`config.mk`:
```
export PLATFORM = sky130hd
export DESIGN_NAME = aexmFrontEnd
export DESIGN_NICKNAME = d
export VERILOG_FILES = /design/src/design/aexmPkg.sv /design/src/design/aexmFrontEnd.sv /design/src/design/operandStage.sv /design/src/design/regFile.sv /design/src/design/instBuffer.sv /design/src/design/instFetch.sv
export SDC_FILE = /design/constraint.sdc
export NUM_CORES = 2
export LEC_CHECK = 0
export BUFFER_PORTS_ARGS = -buffer_cell sky130_fd_sc_hd__buf_2
export CELL_PAD_IN_SITES_DETAIL_PLACEMENT = 1
export CELL_PAD_IN_SITES_GLOBAL_PLACEMENT = 2
export CORE_UTILIZATION = 30
export DETAILED_ROUTE_END_ITERATION = 7
export GPL_TIMING_DRIVEN = 0
export PLACE_DENSITY_LB_ADDON = 0.1
export SETUP_SLACK_MARGIN = 0.02
export SKIP_LAST_GASP = 1
export SYNTH_ARGS = -nofsm -noshare
export SYNTH_HDL_FRONTEND = slang
export SYNTH_HIERARCHICAL = 1
export SYNTH_SLANG_ARGS = --single-unit
export TNS_END_PERCENT = 1
```
`constraint.sdc`:
```
create_clock -name gclk -period 6.2 [get_ports gclk]
set_clock_uncertainty 0.2 [all_clocks]
set_input_delay 0.31 -clock gclk [delete_from_list [all_inputs] [get_ports gclk]]
set_output_delay 0.31 -clock gclk [all_outputs]
set_load 0.005 [all_outputs]
```
`src/design/aexmPkg.sv`:
```
package aexmPkg;

  // Word and field widths
  typedef logic [31:0] instT;
  typedef logic [31:0] wordT;
  typedef logic [31:0] pcT;
  typedef logic [4:0] regAddrT;
  typedef logic [5:0] opcodeT;
  typedef logic [15:0] immT;

  // Major opcodes used by decode
  // IMM prefix carries the upper immediate half
  localparam opcodeT opImm = 6'o54;
  // Return from subroutine
  localparam opcodeT opRtd = 6'o55;
  // Unconditional branch, register and immediate forms
  localparam opcodeT opBru = 6'o46;
  localparam opcodeT opBrui = 6'o56;
  // Conditional branch, register and immediate forms
  localparam opcodeT opBcc = 6'o47;
  localparam opcodeT opBcci = 6'o57;

  // Injected interrupt word
  // brali r14 with target 0x10
  localparam instT intInst = {6'o56, 5'd14, 5'h0c, 16'h0010};

  // First fetch address after reset
  localparam pcT resetPc = 32'h0000_0000;

  // Instruction fetch requester
  typedef enum logic [1:0] {
    fsIdle,
    fsReq,
    fsRelease,
    fsWait
  } fetchStateT;

  // Operand output handshake
  typedef enum logic [1:0] {
    osEmpty,
    osReq,
    osDrop
  } outStateT;

endpackage
```
`src/design/aexmFrontEnd.sv`:
```
`timescale 1ns/1ns

module aexmFrontEnd (
  input  logic             gclk,
  input  logic             grst,
  input  logic             run,
  input  logic             msrIe,
  input  logic             sysInt,
  input  logic             imemAck,
  input  aexmPkg::instT    imemData,
  output logic             imemReq,
  output aexmPkg::pcT      imemAddr,
  input  logic             rfWe,
  input  aexmPkg::regAddrT rfWaddr,
  input  aexmPkg::wordT    rfWdata,
  input  logic             outAck,
  output logic             outReq,
  output aexmPkg::instT    outInst,
  output aexmPkg::wordT    outOpA,
  output aexmPkg::wordT    outOpB,
  output aexmPkg::wordT    outOpD,
  output aexmPkg::regAddrT outRd,
  output logic             cpuInterrupt
);

  // Fetch to decode
  aexmPkg::instT fetchWord;
  logic decodeEn;
  logic replay;
  logic outBusy;

  // Decode to register file and output stage
  aexmPkg::regAddrT rdAddr;
  aexmPkg::regAddrT raAddr;
  aexmPkg::regAddrT rbAddr;
  aexmPkg::instT issueInst;
  aexmPkg::wordT issueImm;

  // Register file read data
  aexmPkg::wordT raData;
  aexmPkg::wordT rbData;
  aexmPkg::wordT rdData;

  instFetch u_instFetch (
    .gclk      (gclk),
    .grst      (grst),
    .run       (run),
    .outBusy   (outBusy),
    .replay    (replay),
    .imemAck   (imemAck),
    .imemData  (imemData),
    .imemReq   (imemReq),
    .imemAddr  (imemAddr),
    .fetchWord (fetchWord),
    .decodeEn  (decodeEn)
  );

  instBuffer u_instBuffer (
    .gclk         (gclk),
    .grst         (grst),
    .decodeEn     (decodeEn),
    .fetchWord    (fetchWord),
    .msrIe        (msrIe),
    .sysInt       (sysInt),
    .rdAddr       (rdAddr),
    .raAddr       (raAddr),
    .rbAddr       (rbAddr),
    .issueInst    (issueInst),
    .issueImm     (issueImm),
    .replay       (replay),
    .cpuInterrupt (cpuInterrupt)
  );

  // Write port is driven from outside the front end
  regFile u_regFile (
    .gclk   (gclk),
    .raAddr (raAddr),
    .rbAddr (rbAddr),
    .rdAddr (rdAddr),
    .we     (rfWe),
    .waddr  (rfWaddr),
    .wdata  (rfWdata),
    .raData (raData),
    .rbData (rbData),
    .rdData (rdData)
  );

  operandStage u_operandStage (
    .gclk      (gclk),
    .grst      (grst),
    .decodeEn  (decodeEn),
    .issueInst (issueInst),
    .issueImm  (issueImm),
    .raData    (raData),
    .rbData    (rbData),
    .rdData    (rdData),
    .outAck    (outAck),
    .outReq    (outReq),
    .outBusy   (outBusy),
    .outInst   (outInst),
    .outOpA    (outOpA),
    .outOpB    (outOpB),
    .outOpD    (outOpD),
    .outRd     (outRd)
  );

endmodule

```
`src/design/operandStage.sv`:
```
`timescale 1ns/1ns

module operandStage (
  input  logic             gclk,
  input  logic             grst,
  input  logic             decodeEn,
  input  aexmPkg::instT    issueInst,
  input  aexmPkg::wordT    issueImm,
  input  aexmPkg::wordT    raData,
  input  aexmPkg::wordT    rbData,
  input  aexmPkg::wordT    rdData,
  input  logic             outAck,
  output logic             outReq,
  output logic             outBusy,
  output aexmPkg::instT    outInst,
  output aexmPkg::wordT    outOpA,
  output aexmPkg::wordT    outOpB,
  output aexmPkg::wordT    outOpD,
  output aexmPkg::regAddrT outRd
);

  aexmPkg::outStateT state;
  aexmPkg::opcodeT issueOpc;
  logic immForm;

  // Type B forms have opcode bit 3 set
  assign issueOpc = issueInst[31:26];
  assign immForm = issueOpc[3];

  // Fetch holds its word while a record is pending
  assign outBusy = (state != aexmPkg::osEmpty);

  // Record capture
  always_ff @(posedge gclk) begin
    if (decodeEn) begin
      outInst <= issueInst;
      outOpA <= raData;
      outOpB <= immForm ? issueImm : rbData;
      outOpD <= rdData;
      outRd <= issueInst[25:21];
    end
  end

  // Output handshake FSM
  always_ff @(posedge gclk) begin
    if (grst) begin
      state <= aexmPkg::osEmpty;
      outReq <= 1'b0;
    end else begin
      case (state)
        aexmPkg::osEmpty: begin
          // Req follows the capture by one cycle
          if (decodeEn) begin
            outReq <= 1'b1;
            state <= aexmPkg::osReq;
          end
        end
        aexmPkg::osReq: begin
          if (outAck) begin
            outReq <= 1'b0;
            state <= aexmPkg::osDrop;
          end
        end
        aexmPkg::osDrop: begin
          // Wait for the consumer to release ack
          if (!outAck) begin
            state <= aexmPkg::osEmpty;
          end
        end
        default: begin
          outReq <= 1'b0;
          state <= aexmPkg::osEmpty;
        end
      endcase
    end
  end

endmodule

```
`src/design/regFile.sv`:
```
`timescale 1ns/1ns

module regFile (
  input  logic             gclk,
  input  aexmPkg::regAddrT raAddr,
  input  aexmPkg::regAddrT rbAddr,
  input  aexmPkg::regAddrT rdAddr,
  input  logic             we,
  input  aexmPkg::regAddrT waddr,
  input  aexmPkg::wordT    wdata,
  output aexmPkg::wordT    raData,
  output aexmPkg::wordT    rbData,
  output aexmPkg::wordT    rdData
);

  // Register storage
  aexmPkg::wordT regs [0:31];

  // Write port
  // r0 is never written
  always_ff @(posedge gclk) begin
    if (we && (waddr != 5'd0)) begin
      regs[waddr] <= wdata;
    end
  end

  // Operand A read
  always_comb begin
    if (raAddr == 5'd0) begin
      raData = '0;
    end else begin
      raData = regs[raAddr];
    end
  end

  // Operand B read
  always_comb begin
    if (rbAddr == 5'd0) begin
      rbData = '0;
    end else begin
      rbData = regs[rbAddr];
    end
  end

  // Store data read
  always_comb begin
    if (rdAddr == 5'd0) begin
      rdData = '0;
    end else begin
      rdData = regs[rdAddr];
    end
  end

endmodule

```
`src/design/instBuffer.sv`:
```
`timescale 1ns/1ns

module instBuffer (
  input  logic              gclk,
  input  logic              grst,
  input  logic              decodeEn,
  input  aexmPkg::instT     fetchWord,
  input  logic              msrIe,
  input  logic              sysInt,
  output aexmPkg::regAddrT  rdAddr,
  output aexmPkg::regAddrT  raAddr,
  output aexmPkg::regAddrT  rbAddr,
  output aexmPkg::instT     issueInst,
  output aexmPkg::wordT     issueImm,
  output logic              replay,
  output logic              cpuInterrupt
);

  // Interrupt synchronizer and pending flag
  logic [1:0] intSync;
  logic intPend;
  logic intShot;
  logic intIssue;
  logic doInterrupt;

  // Opcode classes of the fetched word
  aexmPkg::opcodeT fetchOpc;
  logic isImm;
  logic isRtd;
  logic isBranch;

  // State of the previously decoded word
  logic prevImm;
  aexmPkg::immT immHigh;

  // Word actually issued this slot
  aexmPkg::instT selWord;
  aexmPkg::immT selLow;

  assign fetchOpc = fetchWord[31:26];
  assign isImm = (fetchOpc == aexmPkg::opImm);
  assign isRtd = (fetchOpc == aexmPkg::opRtd);
  assign isBranch = (fetchOpc == aexmPkg::opBru) || (fetchOpc == aexmPkg::opBrui) ||
                    (fetchOpc == aexmPkg::opBcc) || (fetchOpc == aexmPkg::opBcci);

  // Rising edge of the debounced line
  assign intShot = intSync[0] & ~intSync[1];

  // Injection slot consumed
  assign intIssue = decodeEn & cpuInterrupt;
  // Displaced word must be fetched again
  assign replay = intIssue;

  // Delay slot guard
  // No injection behind IMM, RTD or a branch
  assign doInterrupt = intPend && !cpuInterrupt && !prevImm &&
                       !(isImm || isRtd || isBranch);

  // Interrupt latch
  // Sampled only with interrupts enabled
  always_ff @(posedge gclk) begin
    if (grst) begin
      intSync <= 2'b00;
      intPend <= 1'b0;
    end else begin
      if (msrIe) begin
        intSync <= {intSync[0], sysInt};
      end
      if (intIssue) begin
        intPend <= 1'b0;
      end else begin
        intPend <= (intPend | intShot) & msrIe;
      end
    end
  end

  // Injected word takes the slot after acceptance
  assign selWord = cpuInterrupt ? aexmPkg::intInst : fetchWord;
  assign selLow = selWord[15:0];
  assign issueInst = selWord;

  // Immediate merge after IMM, else sign extension
  assign issueImm = prevImm ? {immHigh, selLow} : {{16{selLow[15]}}, selLow};

  // Register file read addresses
  assign rdAddr = selWord[25:21];
  assign raAddr = selWord[20:16];
  assign rbAddr = selWord[15:11];

  // Decode history and acceptance
  always_ff @(posedge gclk) begin
    if (grst) begin
      cpuInterrupt <= 1'b0;
      prevImm <= 1'b0;
    end else if (decodeEn) begin
      cpuInterrupt <= doInterrupt;
      prevImm <= (selWord[31:26] == aexmPkg::opImm);
    end
  end

  // Upper half for a following word
  always_ff @(posedge gclk) begin
    if (decodeEn) begin
      immHigh <= selLow;
    end
  end

endmodule

```
`src/design/instFetch.sv`:
```
`timescale 1ns/1ns

module instFetch (
  input  logic          gclk,
  input  logic          grst,
  input  logic          run,
  input  logic          outBusy,
  input  logic          replay,
  input  logic          imemAck,
  input  aexmPkg::instT imemData,
  output logic          imemReq,
  output aexmPkg::pcT   imemAddr,
  output aexmPkg::instT fetchWord,
  output logic          decodeEn
);

  aexmPkg::fetchStateT state;
  aexmPkg::pcT pc;
  aexmPkg::instT holdWord;

  // Address stays stable while req is high
  assign imemAddr = pc;
  // Held word feeds decode until the next capture
  assign fetchWord = holdWord;

  // Requester FSM
  always_ff @(posedge gclk) begin
    if (grst) begin
      state <= aexmPkg::fsIdle;
      imemReq <= 1'b0;
      decodeEn <= 1'b0;
    end else begin
      // Decode enable is a single cycle pulse
      decodeEn <= 1'b0;
      case (state)
        aexmPkg::fsIdle: begin
          // Start only with the output stage free
          if (run && !outBusy && !imemAck) begin
            imemReq <= 1'b1;
            state <= aexmPkg::fsReq;
          end
        end
        aexmPkg::fsReq: begin
          if (imemAck) begin
            // Data valid with ack, drop req now
            imemReq <= 1'b0;
            if (outBusy) begin
              state <= aexmPkg::fsWait;
            end else begin
              decodeEn <= 1'b1;
              state <= aexmPkg::fsRelease;
            end
          end
        end
        aexmPkg::fsWait: begin
          // Word held until the output record is taken
          if (!outBusy) begin
            decodeEn <= 1'b1;
            state <= aexmPkg::fsRelease;
          end
        end
        aexmPkg::fsRelease: begin
          // New req only after ack has fallen
          if (!imemAck) begin
            if (run) begin
              imemReq <= 1'b1;
              state <= aexmPkg::fsReq;
            end else begin
              state <= aexmPkg::fsIdle;
            end
          end
        end
        default: state <= aexmPkg::fsIdle;
      endcase
    end
  end

  // Program counter
  // Replay keeps the address of a displaced word
  always_ff @(posedge gclk) begin
    if (grst) begin
      pc <= aexmPkg::resetPc;
    end else if (decodeEn && !replay) begin
      pc <= pc + 32'd4;
    end
  end

  // Fetched word capture
  always_ff @(posedge gclk) begin
    if (state == aexmPkg::fsReq && imemAck) begin
      holdWord <= imemData;
    end
  end

endmodule

```
==> results.txt <==
Final period util: 102%
Status: finished with violations
Worst setup path category: reg2reg
GR Util met1: 40.8%
Critical path required time: 6.71 ns
Wire per inst: 45.8 um
WL final: 336 mm
Chip width: 466 um
Clk buf depth: 3
P_sw: 4.87 mW
Async S/R FF share, synth: 0%
Flop pwr share: 46.7%
Crit start category: register
Yosys Warn Count: 6
# setup viols final: 2
Routability Congestion: 0.888
Std cell rows: 169
Top post-synthesis cells by count: edfxtp_1, mux4_2, mux2i_1
Sequential area share after synthesis: 57.1%
Via density: 6.23
Yosys top cell by area: edfxtp_1
Root Buffer: clkbuf_16
Slew HR: -9.35%
Vias: 45.6k
Final Cell Area: 77500 um^2
GRT Overall Usage: 30.4%
Fin. Hold Viols: 0
Max-slew violation count: 82
Post-Syn Area: 64600 um^2
Largest net degree at the start of global routing: 60
Min cycle time layout: 6.33 ns
TritonCTS clock tree: yes
Synth area leaders: edfxtp_1, mux4_2, mux2i_1, mux2_2, buf_4
Post-CTS setup buffers: 0
Setup WS post-layout: -0.128 ns
Placeable Area: 213000 um^2
DR DRC count: 0
Slew @ Worst Pin: 1.63 ns
Most common cell in the netlist: edfxtp_1
CTS Buf Count: 156
Initial Utilization: 30.3%
EDFF count, synth: 1200
Worst skew pair latency: 0.85 ns
DP Area: 71300 um^2
Library cells used by synthesis: 59
Highest clock rate: 0.158 GHz
RSZ-0062 raised after global routing: true
1st-pass router iterations: 6
P_int: 15.3 mW
Global-route wire length before repair: 436 mm
Layout cells sized above 1: 35.6%
Yosys reg bits: 1242
Overflow after GRT: 0
Switching share of power: 24.2%
Post-synth top flop: edfxtp_1
Worst Path Arrival: 6.84 ns
Die Span Y: 466 um
Worst Setup End Kind: register
Worst hold slack: 0.0494 ns
VDD IR max: 0.252 mV
Avg Inst Size Synth: 17.2 um^2
Vias in the first global route: 45.3k
Worst hold-check path type: in2reg
DR iter-0 viols: 5788
Final #Nets: 4445
Combinational Power Share: 7.2%
Failing checks: capacitance limit, slew limit, setup timing
Clk slew on worst S/H paths: 0.06 ns
DRT antenna net count: 0
H-Tree Depth: 4
DP HPWL: 231 mm
Clock network power share: 46.2%
Die area: 217000 um^2
Antenna violations before repair: 26
FILL cells: 21.2k
I/O Buffers: 242
Synth Instances: 3752
Share of the synthesized area in the top cell type: 55.8%
Lkg Pwr: 25.8 nW
GRT met3 Usage: 6.24%
Met2 usage: 48.2%
Synth-to-Final Area Change: 20.0%
Maximum capacitance violations: 10
P per Cell Area: 260 nW/um^2
Busiest grt layer: met2
Number of I/O pins: 245
Clock Sink Count: 1242
Critical path fanouts, max: 10
-- layer usage --
layer,up-vias,share of wire (%)
met2,2715,46
met3,595,8.0
li1,17259,-
met5,-,0.036
met4,10,4.2
met1,25044,42
-- sequential cells by signal, summed over array words and instances, names as in the netlist --
signal and count:
u_regFile/regs 1024, u_instFetch/fetchWord 32, u_operandStage/outInst 32, u_operandStage/outOpA 32, u_operandStage/outOpB 32, u_operandStage/outOpD 32
u_instFetch/imemAddr 30, u_instBuffer/immHigh 16, u_instBuffer/intSync 2, u_instFetch/state 2, u_operandStage/state 2, u_instBuffer/cpuInterrupt 1
u_instBuffer/intPend 1, u_instBuffer/prevImm 1, u_instFetch/decodeEn 1, u_instFetch/imemReq 1, u_operandStage/outReq 1
-- cell families after synthesis --
kind of cell             Yosys count  synth area share [%]
multiplexers                    1091                  28.6
AO/OA/AOI/OAI                    620                  7.28
adder cells (fa/ha/maj)            1                0.0194
AND/OR/NAND/NOR                  398                  3.31
flip-flops                      1242                  57.1
other                              2                0.0116
XOR/XNOR                          14                 0.190
buffers and inverters            384                  3.43
-- area by class of cell --
type                            instances  area, um^2  share of cell area, %
Tap cell                             2821        3530                   4.56
Clock inverter                         95         982                   1.27
Antenna cell                            7        17.5                 0.0226
Timing Repair Buffer                  425        3760                   4.85
Buffer                                378        2230                   2.88
Sequential cell                      1242       36900                   47.6
Inverter                                6        22.5                 0.0291
Clock buffer                          189        4130                   5.34
Multi-Input combinational cell       2158       25900                   33.5
-- cells in the final DEF (no fill, tap or decap), drive strengths merged, types with 8 or more instances in the layout --
master | netlist | final
a221oi | 79 | 79
o221ai | 64 | 64
nor2 | 61 | 61
dfxtp | 42 | 42
conb | 2 | 34
a211oi | 96 | 96
dlygate4sd3 | 0 | 107
xor2 | 11 | 11
or2 | 13 | 13
a21oi | 55 | 55
edfxtp | 1200 | 1200
mux4 | 576 | 576
clkinv | 0 | 72
a311oi | 64 | 64
mux2i | 387 | 387
or3 | 9 | 9
nand4 | 45 | 45
clkbuf | 128 | 317
nor2b | 94 | 94
nand3 | 8 | 8
buf | 250 | 568
o2111ai | 17 | 17
mux2 | 128 | 128
nand2 | 112 | 112
a22oi | 96 | 96
or4 | 11 | 11
bufinv | 0 | 17
o31ai | 11 | 11
inv | 6 | 10
o21ai | 120 | 120
a21o | 16 | 16
-- path summary, 6_finish.rpt --
| check | start | to | slack (ns) | cells after the start |
|---|---|---|---|---|
| setup / recovery | u_instBuffer/cpuInterrupt | u_operandStage/outOpB[17] | -0.13 | 11 |
| hold / removal | rfWaddr[2] | u_regFile/regs[2][13] | 0.05 | 3 |
| setup reg to reg | u_instBuffer/cpuInterrupt | u_operandStage/outOpB[17] | -0.13 | 11 |
| hold reg to reg | u_instFetch/imemAddr[31] | u_instFetch/imemAddr[31] | 0.28 | 2 |
-- critical path: stages, from the launching register on --
cell	delay, ns
dfxtp_1	0.56
clkbuf_1	0.49
nor2b_1	0.23
buf_4	0.19
buf_2	0.31
inv_1	0.14
buf_2	0.57
buf_4	0.47
clkbuf_1	0.99
o2111ai_1	0.27
a311oi_1	1.40
mux2_4	0.33
-- power groups by stage --
stage | registers [mW] | clock network [mW] | logic [mW]
final | 9.41 | 9.31 | 1.44
after floorplan | 9.56 | 0 | 0.649
after global routing | 9.42 | 9.75 | 1.47
after detailed placement | 9.58 | 0 | 1.36
after CTS | 9.41 | 9.49 | 1.42
after global placement | 9.61 | 0 | 1.31
-- through the flow --
stage / std cells / setup WS (ns) / power, mW / util [%] / TNS [ns]
floorplan: 3784 / 0.718 / 10.2 / - / 0
global placement: 6847 / -2.57 / 10.9 / 32.6 / -290.60
detailed placement: 6923 / 0.123 / 10.9 / 33.5 / 0
CTS: 7314 / 0.100 / 20.3 / 36.4 / 0
global route: 7316 / -0.00366 / 20.6 / 36.4 / -0.00366
finish: 7321 / -0.128 / 20.2 / 36.4 / -0.197
-- repair_timing --
action	CTS	global route
setup endpoints to repair	0	2
hold buffers	107	0
hold endpoints to repair	1103	0
gates resized for setup	0	1
Power figures use the tool's default switching activity.
